`config.mk`:
```
export PLATFORM = sky130hd
export DESIGN_NAME = u2_ctrl_core
export DESIGN_NICKNAME = d
export VERILOG_FILES = /design/src/verilog/host_bus_pkg.sv /design/src/verilog/ctrl_regs_pkg.sv /design/src/verilog/host_port.sv /design/src/verilog/control_regs.sv /design/src/verilog/irq_ctrl.sv /design/src/verilog/status_readback.sv /design/src/verilog/u2_ctrl_core.sv
export SDC_FILE = /design/constraint.sdc
export NUM_CORES = 1
export LEC_CHECK = 0
export BUFFER_PORTS_ARGS = -buffer_cell sky130_fd_sc_hd__buf_2
export CORE_ASPECT_RATIO = 1.2
export CORE_MARGIN = 2
export CORE_UTILIZATION = 37
export CTS_CLUSTER_SIZE = 14
export DETAILED_ROUTE_END_ITERATION = 12
export SLEW_MARGIN = 20
export SYNTH_ARGS = -nofsm -noshare
export SYNTH_HDL_FRONTEND = slang
export SYNTH_SLANG_ARGS = --single-unit
```
`constraint.sdc`:
```
create_clock -name dsp_clk -period 3.1 [get_ports dsp_clk]
set_input_delay 0.31 -clock dsp_clk [delete_from_list [all_inputs] [get_ports dsp_clk]]
set_output_delay 0.31 -clock dsp_clk [all_outputs]
set_load 0.05 [all_outputs]
```
`src/verilog/host_bus_pkg.sv`:
```
////////////////////////////////////////////////////////////
// Host register port request type and the readback
// word map returned on host reads
////////////////////////////////////////////////////////////
`default_nettype none

package host_bus_pkg;

   localparam int HOST_AW = 8;
   localparam int HOST_DW = 32;

   // One request as held stable by the host
   typedef struct packed {
      logic               we;
      logic [HOST_AW-1:0] addr;
      logic [HOST_DW-1:0] wdata;
   } host_req_t;

   // Readback words, picked by the low address bits
   localparam int RB_WORDS   = 16;
   localparam int RB_AW      = $clog2(RB_WORDS);
   localparam int RB_MODE    = 9;   // sim mode and clock divider
   localparam int RB_IRQ     = 13;
   localparam int RB_IRQ_ENC = 14;
   localparam int RB_CYCLES  = 15;

endpackage

`default_nettype wire

```
`src/verilog/ctrl_regs_pkg.sv`:
```
////////////////////////////////////////////////////////////
// Settings bus, settings addresses, board control lines,
// interrupt sources and status inputs
////////////////////////////////////////////////////////////
`default_nettype none

package ctrl_regs_pkg;

   localparam int SR_AW = 8;
   localparam int SR_DW = 32;

   // Settings register addresses
   localparam logic [SR_AW-1:0] SR_CLOCK     = 8'd0;
   localparam logic [SR_AW-1:0] SR_SERDES    = 8'd1;
   localparam logic [SR_AW-1:0] SR_ADC       = 8'd2;
   localparam logic [SR_AW-1:0] SR_LED       = 8'd3;
   localparam logic [SR_AW-1:0] SR_PHY       = 8'd4;
   localparam logic [SR_AW-1:0] SR_LED_SRC   = 8'd8;
   localparam logic [SR_AW-1:0] SR_IRQ_MASK  = 8'd9;
   localparam logic [SR_AW-1:0] SR_IRQ_CLEAR = 8'd10;

   localparam int LED_W = 8;
   localparam int IRQ_W = 10;

   typedef struct packed {
      logic             strobe;
      logic [SR_AW-1:0] addr;
      logic [SR_DW-1:0] data;
   } set_bus_t;

   // Board control lines, MSB first as the registers map them
   typedef struct packed {
      logic       clock_ready;
      logic [1:0] clk_en;
      logic [1:0] clk_sel;
      logic       ser_enable;
      logic       ser_prbsen;
      logic       ser_loopen;
      logic       ser_rx_en;
      logic       adc_oe_a;
      logic       adc_on_a;
      logic       adc_oe_b;
      logic       adc_on_b;
      logic       phy_resetn;
   } ctrl_out_t;

   // Bit 0 is buffer, bit 9 is uart_tx
   typedef struct packed {
      logic uart_tx;
      logic uart_rx;
      logic pps;
      logic overrun;
      logic underrun;
      logic phy_int;
      logic i2c;
      logic spi;
      logic timer;
      logic buffer;
   } irq_src_t;

   typedef struct packed {
      logic       sim_mode;
      logic [3:0] clock_divider;
      logic       clk_status;
      logic       serdes_link_up;
   } status_in_t;

endpackage

`default_nettype wire

```
`src/verilog/host_port.sv`:
```
////////////////////////////////////////////////////////////
// Four-phase req/ack host port issuing settings writes
// and readback reads
////////////////////////////////////////////////////////////
`default_nettype none

module host_port
   import host_bus_pkg::*;
   import ctrl_regs_pkg::*;
(
   input  wire              dsp_clk,
   input  wire              wb_rst,
   input  wire              req_i,
   input  wire host_req_t   req_data_i,
   output logic             ack_o,
   output logic [HOST_DW-1:0] rdata_o,
   output set_bus_t         set_o,
   output logic [RB_AW-1:0] rb_addr_o,
   input  wire [HOST_DW-1:0] rb_data_i
);

   typedef enum logic [1:0] {
      ST_IDLE,
      ST_ISSUE,
      ST_ACK
   } state_t;

   state_t state_q;
   state_t state_d;

   always_comb begin
      state_d = state_q;
      case (state_q)
         ST_IDLE: begin
            if (req_i) begin
               state_d = ST_ISSUE;
            end
         end
         ST_ISSUE: state_d = ST_ACK;
         ST_ACK: begin
            // Hold until the host lets go
            if (!req_i) begin
               state_d = ST_IDLE;
            end
         end
         default: state_d = ST_IDLE;
      endcase
   end

   always_ff @(posedge dsp_clk) begin
      if (wb_rst) begin
         state_q <= ST_IDLE;
      end else begin
         state_q <= state_d;
      end
   end

   // Read word captured once, held through ack
   always_ff @(posedge dsp_clk) begin
      if (state_q == ST_ISSUE && !req_data_i.we) begin
         rdata_o <= rb_data_i;
      end
   end

   assign ack_o       = (state_q == ST_ACK);
   assign set_o.strobe = (state_q == ST_ISSUE) && req_data_i.we;
   assign set_o.addr  = req_data_i.addr;
   assign set_o.data  = req_data_i.wdata;
   assign rb_addr_o   = req_data_i.addr[RB_AW-1:0];

endmodule

`default_nettype wire

```
`src/verilog/control_regs.sv`:
```
////////////////////////////////////////////////////////////
// Board control settings registers and LED source mux
////////////////////////////////////////////////////////////
`default_nettype none

module control_regs
   import ctrl_regs_pkg::*;
(
   input  wire              dsp_clk,
   input  wire              wb_rst,
   input  wire set_bus_t    set_i,
   input  wire status_in_t  status_i,
   output ctrl_out_t        ctrl_o,
   output logic [LED_W-1:0] leds_o
);

   logic [4:0]       clock_q;
   logic [3:0]       serdes_q;
   logic [3:0]       adc_q;
   logic             phy_q;
   logic [LED_W-1:0] led_sw_q;
   logic [LED_W-1:0] led_src_q;
   logic [LED_W-1:0] led_hw;

   //////////////////////////////////////////////////////////////
   // Setting registers
   //////////////////////////////////////////////////////////////

   always_ff @(posedge dsp_clk) begin
      if (wb_rst) begin
         clock_q   <= '0;
         serdes_q  <= '0;
         adc_q     <= '0;
         phy_q     <= 1'b0;
         led_sw_q  <= '0;
         led_src_q <= '0;
      end else if (set_i.strobe) begin
         // Other addresses belong elsewhere or nowhere
         case (set_i.addr)
            SR_CLOCK:   clock_q   <= set_i.data[4:0];
            SR_SERDES:  serdes_q  <= set_i.data[3:0];
            SR_ADC:     adc_q     <= set_i.data[3:0];
            SR_PHY:     phy_q     <= set_i.data[0];
            SR_LED:     led_sw_q  <= set_i.data[LED_W-1:0];
            SR_LED_SRC: led_src_q <= set_i.data[LED_W-1:0];
            default: ;
         endcase
      end
   end

   // Low register bits onto the control lines
   assign {ctrl_o.clock_ready, ctrl_o.clk_en, ctrl_o.clk_sel} = clock_q;
   assign {ctrl_o.ser_enable, ctrl_o.ser_prbsen,
           ctrl_o.ser_loopen, ctrl_o.ser_rx_en} = serdes_q;
   assign {ctrl_o.adc_oe_a, ctrl_o.adc_on_a,
           ctrl_o.adc_oe_b, ctrl_o.adc_on_b} = adc_q;
   // PHY held out of reset unless the bit is set
   assign ctrl_o.phy_resetn = ~phy_q;

   //////////////////////////////////////////////////////////////
   // LED source mux
   //////////////////////////////////////////////////////////////

   // 1 selects hardware, 0 selects software
   assign led_hw = {{(LED_W-2){1'b0}}, status_i.clk_status, status_i.serdes_link_up};
   assign leds_o = (led_src_q & led_hw) | (~led_src_q & led_sw_q);

endmodule

`default_nettype wire

```
`src/verilog/irq_ctrl.sv`:
```
////////////////////////////////////////////////////////////
// Interrupt pending latch, mask and clear registers
////////////////////////////////////////////////////////////
`default_nettype none

module irq_ctrl
   import ctrl_regs_pkg::*;
(
   input  wire              dsp_clk,
   input  wire              wb_rst,
   input  wire set_bus_t    set_i,
   input  wire irq_src_t    irq_src_i,
   output logic [IRQ_W-1:0] pending_o,
   output logic             proc_int_o
);

   logic [IRQ_W-1:0] pending_q;
   logic [IRQ_W-1:0] mask_q;
   logic [IRQ_W-1:0] clear;

   // Write-one-to-clear
   assign clear = (set_i.strobe && set_i.addr == SR_IRQ_CLEAR) ?
                  set_i.data[IRQ_W-1:0] : '0;

   always_ff @(posedge dsp_clk) begin
      if (wb_rst) begin
         pending_q <= '0;
         mask_q    <= '0;
      end else begin
         // A live source beats a clear of the same bit
         pending_q <= (pending_q & ~clear) | irq_src_i;
         if (set_i.strobe && set_i.addr == SR_IRQ_MASK) begin
            mask_q <= set_i.data[IRQ_W-1:0];
         end
      end
   end

   assign pending_o = pending_q;

   // Any unmasked pending source
   assign proc_int_o = |(pending_q & mask_q);

endmodule

`default_nettype wire

```
`src/verilog/status_readback.sv`:
```
////////////////////////////////////////////////////////////
// Cycle counter, pending interrupt encoder, readback mux
////////////////////////////////////////////////////////////
`default_nettype none

module status_readback
   import host_bus_pkg::*;
   import ctrl_regs_pkg::*;
(
   input  wire                dsp_clk,
   input  wire                wb_rst,
   input  wire [RB_AW-1:0]    rb_addr_i,
   input  wire status_in_t    status_i,
   input  wire [IRQ_W-1:0]    pending_i,
   output logic [HOST_DW-1:0] rb_data_o
);

   logic [HOST_DW-1:0] cycle_count;
   logic [HOST_DW-1:0] irq_enc;

   always_ff @(posedge dsp_clk) begin
      if (wb_rst) begin
         cycle_count <= '0;
      end else begin
         cycle_count <= cycle_count + 1'b1;
      end
   end

   // Lowest pending index plus one, zero when idle
   always_comb begin
      irq_enc = '0;
      for (int i = IRQ_W - 1; i >= 0; i--) begin
         if (pending_i[i]) begin
            irq_enc = HOST_DW'(i + 1);
         end
      end
   end

   always_comb begin
      case (rb_addr_i)
         RB_MODE:    rb_data_o = {status_i.sim_mode, 27'b0, status_i.clock_divider};
         RB_IRQ:     rb_data_o = {{(HOST_DW-IRQ_W){1'b0}}, pending_i};
         RB_IRQ_ENC: rb_data_o = irq_enc;
         RB_CYCLES:  rb_data_o = cycle_count;
         default:    rb_data_o = '0;
      endcase
   end

endmodule

`default_nettype wire

```
`src/verilog/u2_ctrl_core.sv`:
```
////////////////////////////////////////////////////////////
// Housekeeping slice top level
////////////////////////////////////////////////////////////
`default_nettype none

module u2_ctrl_core
   import host_bus_pkg::*;
   import ctrl_regs_pkg::*;
(
   input  wire                dsp_clk,
   input  wire                wb_rst,
   input  wire                req_i,
   input  wire host_req_t     req_data_i,
   output logic               ack_o,
   output logic [HOST_DW-1:0] rdata_o,
   input  wire irq_src_t      irq_src_i,
   input  wire status_in_t    status_i,
   output ctrl_out_t          ctrl_o,
   output logic [LED_W-1:0]   leds_o,
   output logic               proc_int_o
);

   set_bus_t           set_bus;
   logic [RB_AW-1:0]   rb_addr;
   logic [HOST_DW-1:0] rb_data;
   logic [IRQ_W-1:0]   pending;

   host_port u_host_port (
      .dsp_clk    (dsp_clk),
      .wb_rst     (wb_rst),
      .req_i      (req_i),
      .req_data_i (req_data_i),
      .ack_o      (ack_o),
      .rdata_o    (rdata_o),
      .set_o      (set_bus),
      .rb_addr_o  (rb_addr),
      .rb_data_i  (rb_data)
   );

   control_regs u_control_regs (
      .dsp_clk  (dsp_clk),
      .wb_rst   (wb_rst),
      .set_i    (set_bus),
      .status_i (status_i),
      .ctrl_o   (ctrl_o),
      .leds_o   (leds_o)
   );

   irq_ctrl u_irq_ctrl (
      .dsp_clk    (dsp_clk),
      .wb_rst     (wb_rst),
      .set_i      (set_bus),
      .irq_src_i  (irq_src_i),
      .pending_o  (pending),
      .proc_int_o (proc_int_o)
   );

   status_readback u_status_readback (
      .dsp_clk   (dsp_clk),
      .wb_rst    (wb_rst),
      .rb_addr_i (rb_addr),
      .status_i  (status_i),
      .pending_i (pending),
      .rb_data_o (rb_data)
   );

endmodule

`default_nettype wire

```
# Yosys cells after proc, flatten, opt, wreduce, memory -nomap -nowiden
# Cells that the tools add are included.
# totals
inputBits,61
reg_bits,116
out_inout_bits,56
# op_classes
add_sub_neg,1
reduce_logical,15
eq_ne,15
n_mux,15
bitwise,9
# ops
operator,count
$pmux 32 s4,1
$mux 4,10
$add 32x1->32 const B,1
$eq 8x4->1 const B,3
$and 10x10->10,2
$eq 4x4->1 const B,4
$eq 8x2->1 const B,2
$reduce_and 2->1,7
$mux 10,1
$not 10->10,1
$or 10x10->10,1
$reduce_or 10->1,1
$and 8x2->8,1
$and 8x8->8,1
$eq 8x1->1 const B,1
$eq 8x3->1 const B,1
$logic_not 8->1,1
$not 8->8,1
$or 8x8->8,1
$pmux 2 s3,1
$logic_and 1x1->1,4
$mux 2,2
$ne 2x2->1 const B,2
$eq 2x1->1 const B,1
4 further kinds,4

# Depth between registers and ports, before layout
# depth
word_depth,11
depth_mapped,6
depth_no_buf,6

# Modules after synthesis
# From an unflattened synthesis, not the netlist that was laid out.
# hier_totals
cells_unflattened,530
area_unflattened_um2,5512.8
# by_module_without_submodules
module,n_inst,area_each_um2,cells_each,seq_area_each_um2
status_readback,1,1813.0,224,640.6
host_port,1,1385.1,86,1001.0
control_regs,1,1370.1,125,600.6
irq_ctrl,1,944.7,95,400.4

# Least setup slack after synthesis
# OpenSTA, ideal clock, no wires.
# synth_timing
path_kind,register to register
from,register u_host_port.state_q[1]
to,register u_host_port.rdata_o[0] (enable)
setup_ps,421
stages_incl_launch_ff,3
period_less_slack_ps,2232
arrival_ps,1811
slack_ps,868
cell_sequence,dfxtp_1 nand2b_1 nor2_1
# synth_via
elab_chain_cells,2
# synth_rtl
element,line_no,text
from (decl),host_port.sv:28,state_t state_q;
from (signal assigned),host_port.sv:54,state_q <= state_d;
$eq 2x1->1,host_port.sv:60,if (state_q == ST_ISSUE && !req_data_i.we) begin
$logic_and 1x1->1,host_port.sv:60,
to (signal assigned),host_port.sv:61,rdata_o <= rb_data_i;
to (decl),host_port.sv:16,"output logic [HOST_DW-1:0] rdata_o,"
# Every way passes these cells.
# A chain may end at the register's enable or synchronous reset.

# Worst setup path after layout
# layout_timing
from,register u_irq_ctrl.pending_q[9] (netlist: u_irq_ctrl.pending_o[9])
to,output proc_int_o
# layout_via
elab_chain_cells,2
# layout_rtl
element,line_no,text
from (decl),irq_ctrl.sv:17,logic [IRQ_W-1:0] pending_q;
from (signal assigned),irq_ctrl.sv:31,pending_q <= (pending_q & ~clear) | irq_src_i;
$and 10x10->10,irq_ctrl.sv:41,assign proc_int_o = |(pending_q & mask_q);
$reduce_or 10->1,irq_ctrl.sv:41,
to (decl),u2_ctrl_core.sv:20,output logic proc_int_o
# Every way passes these cells.

==> results.py <==
metrics = {
    "timing": {
        "setup_viol": 0,
        "fmax_mhz": 501,
        "rsz0062_at_grt": "false",
        "tightestPinTransition_ns": 0.754,
        "setup_ws_ns": 1.10,
        "hold_viol": 0,
        "finalCriticalPeriod_ns": 2.00,
        "post-route-period-util_pct": 64.4,
        "clock_skew_ns": 0.00592,
        "slew_violations": 0,
        "fin_setup_tns_ns": 0,
        "slew_headroom_pct": 49.6,
    },
    "clock_network": {
        "cts_tree": "done",
        "cts_buffers": 17,
        "clk_pin_slew_ns": 0.05,
        "post_cts_buffers": 0,
        "clock_latency_ns": 0.41,
        "cts_max_level": 4,
        "clockBufferDepth": 2,
        "clockRootBuffer": "clkbuf_16",
        "ctsResizeCount": 0,
        "cts_hold_buf": 0,
        "numClockSinks": 116,
    },
    "synth": {
        "synth_fp_nets": 540,
        "ys_ff_latch": 116,
        "syn-cell-area_mm2": 0.00485,
        "synth.distinct_cells": 45,
        "synth_flop_cell": "dfxtp_1",
        "synth_edf_count": 32,
        "synthArstFlopShare_pct": 0,
        "avgSynthCellArea_um2": 10.1,
        "postSynthCellCount": 478,
        "yosysWarnings": 0,
        "seq_area_frac_synth_pct": 54.5,
    },
    "global_route": {
        "use_met1_pct": 17.9,
        "grt_pass1_vias": 3556,
        "grt_pass1_wl_mm": 17.3,
        "antenna_found_initial": 0,
        "gr-usage-met2_pct": 28.0,
        "track_usage_pct": 16.2,
        "met3_usage_pct": 6.69,
        "overflow": 0,
        "grt_max_degree": 44,
        "busiest_layer": "met2",
    },
    "final_layout": {
        "drive_gt1_share_pct": 24.4,
        "fin_nets": 639,
        "diodes": 0,
        "syn_to_final_growth_pct": 26.2,
    },
    "pwr": {
        "total_leakage_power_uw": 0.00259,
        "power.density_mw_per_mm2": 623,
        "max-vdd-ir-drop_mv": 0.345,
    },
    "floorplan": {
        "die_y_um": 129,
        "start_util_pct": 38.1,
        "coreArea_mm2": 0.0127,
        "ioPinCount": 117,
        "die_x_um": 108,
        "dieArea_mm2": 0.0140,
        "placementRows": 45,
    },
    "route": {
        "viasPerCell": 4.96,
        "drc_errors": 0,
        "vias": 3739,
        "drtIter0Drc": 126,
        "drtAntennaViolNets": 0,
        "wire_per_inst_um": 14.4,
        "firstDrtPassIters": 4,
        "drt_wl_total_mm": 10.8,
    },
    "setup_path": {
        "critPathSlowestCell": "dfxtp_1",
        "rrSetupSlack_ns": 1.14,
        "path_cells": "a22o_1 > a221oi_1 > nand4_1 > buf_2",
        "reg2reg_depth": 4,
        "max_stage_delay_ns": 0.35,
        "cp.required_ns": 2.79,
        "crit_arrival_ns": 1.69,
        "cp_max_fo": 5,
        "startpoint_type": "register",
        "end_kind": "primary output",
        "crit_type": "register to primary output",
    },
    "run_status": {
        "outcome": "complete, no violations",
    },
    "placed_design": {
        "pre_cts_ws_ns": 1.07,
        "gp_congestion": 0.796,
        "io_buffers": 94,
        "hpwlAfterDp_mm": 7.69,
    },
    "run": {
        "maxCapViolations": 0,
    },
    "hold_path": {
        "min_path_type": "input pin to register",
        "holdPathStages": 2,
    },
}
[placed cells by master (no fill, tap or decap), types with 9 or more instances in the layout]
cell,n
nand2_1,42
inv_1,13
a311oi_1,10
nand4_1,9
clkbuf_16,20
mux2i_1,31
edfxtp_1,32
xor2_1,23
nor2_1,77
nand3_1,16
and2_1,23
dfxtp_1,84
a21oi_1,21
buf_2,94
[sequential cells by signal (all words and copies together) (netlist names)]
name                           flops
u_control_regs.adc_q               4
u_control_regs.clock_q             5
u_control_regs.led_src_q           8
u_control_regs.led_sw_q            8
u_control_regs.phy_q               1
u_control_regs.serdes_q            4
u_host_port.rdata_o               32
u_host_port.state_q                2
u_irq_ctrl.mask_q                 10
u_irq_ctrl.pending_o              10
u_status_readback.cycle_count     32
[cells in the mapped netlist (10+ instances only)]
| cell | number | area (um^2) |
|---|---|---|
| inv_1 | 13 | 48.8 |
| clkbuf_1 | 15 | 56.3 |
| mux2i_1 | 31 | 310 |
| xor2_1 | 23 | 201 |
| a21oi_1 | 21 | 105 |
| dfxtp_1 | 84 | 1680 |
| nor2_1 | 78 | 293 |
| and2_1 | 23 | 144 |
| nand3_1 | 16 | 80.1 |
| nand2_1 | 42 | 158 |
| a311oi_1 | 10 | 87.6 |
| edfxtp_1 | 32 | 961 |
[critical path, delay by kind of cell, from the launching register on]
family | cells | cell delay (ns)
AOI/OAI and AO/OA | 2 | 0.52
buffers and inverters | 1 | 0.24
DFF | 1 | 0.35
and+or+nand+nor | 1 | 0.17
[where the power goes]
group / internal [uW] / switching, uW / total (uW)
clock: 1350 / 691 / 2040
combinational: 53.3 / 121 / 174
sequential: 1580 / 22.5 / 1600
[routing by layer]
layer | wire length (um) | share of wire (%)
met4 | 151 | 1.4
met5 | 0 | 0
met3 | 707 | 6.5
met2 | 5590 | 52
met1 | 4390 | 41
[through the flow]
| step | hold WS (ns) | power, uW | area, um^2 | std cells | util [%] |
|---|---|---|---|---|---|
| final | 0.117 | 3810 | 6120 | 754 | 48.1 |
| after global routing | 0.106 | 3940 | 6120 | 754 | 48.1 |
| after CTS | 0.100 | 3850 | 6120 | 754 | 48.1 |
| after detailed placement | 0.445 | 1810 | 5490 | 722 | 43.1 |
| after global placement | 0.430 | 1800 | 5490 | 722 | 43.1 |
| after floorplan | 0.419 | 1740 | 4850 | 478 | - |
[worst paths after layout]
check,start,endpoint
min,req_data_i[9],u_irq_ctrl.pending_o[9]$_SDFF_PP0_
max reg2reg,u_host_port.state_q[1]$_SDFFE_PP0P_,u_control_regs.led_src_q[3]$_SDFFE_PP0P_
min reg2reg,u_irq_ctrl.mask_q[1]$_SDFFE_PP0P_,u_irq_ctrl.mask_q[1]$_SDFFE_PP0P_
max,u_irq_ctrl.pending_o[9]$_SDFF_PP0_,proc_int_o
[cell families after synthesis]
kind of cell	Yosys count	share of synthesized area, %
AOI/OAI and AO/OA	53	7.38
xor gates and xnor gates	28	5.06
adders and majority gates	1	0.258
buffers and inverters	31	2.45
DFF	116	54.5
muxes	33	6.87
and+or+nand+nor	216	23.5
[final cells by class]
type / count / area, um^2
clock buffers: 22 / 518
clock inverters: 10 / 113
fillers: 1243 / 6610
inverters: 13 / 48.8
multi-input cells: 331 / 2090
flip-flops and latches: 116 / 2640
well taps: 164 / 205
repair buffers: 98 / 500
No activity file was read; power rests on OpenSTA's default activity.
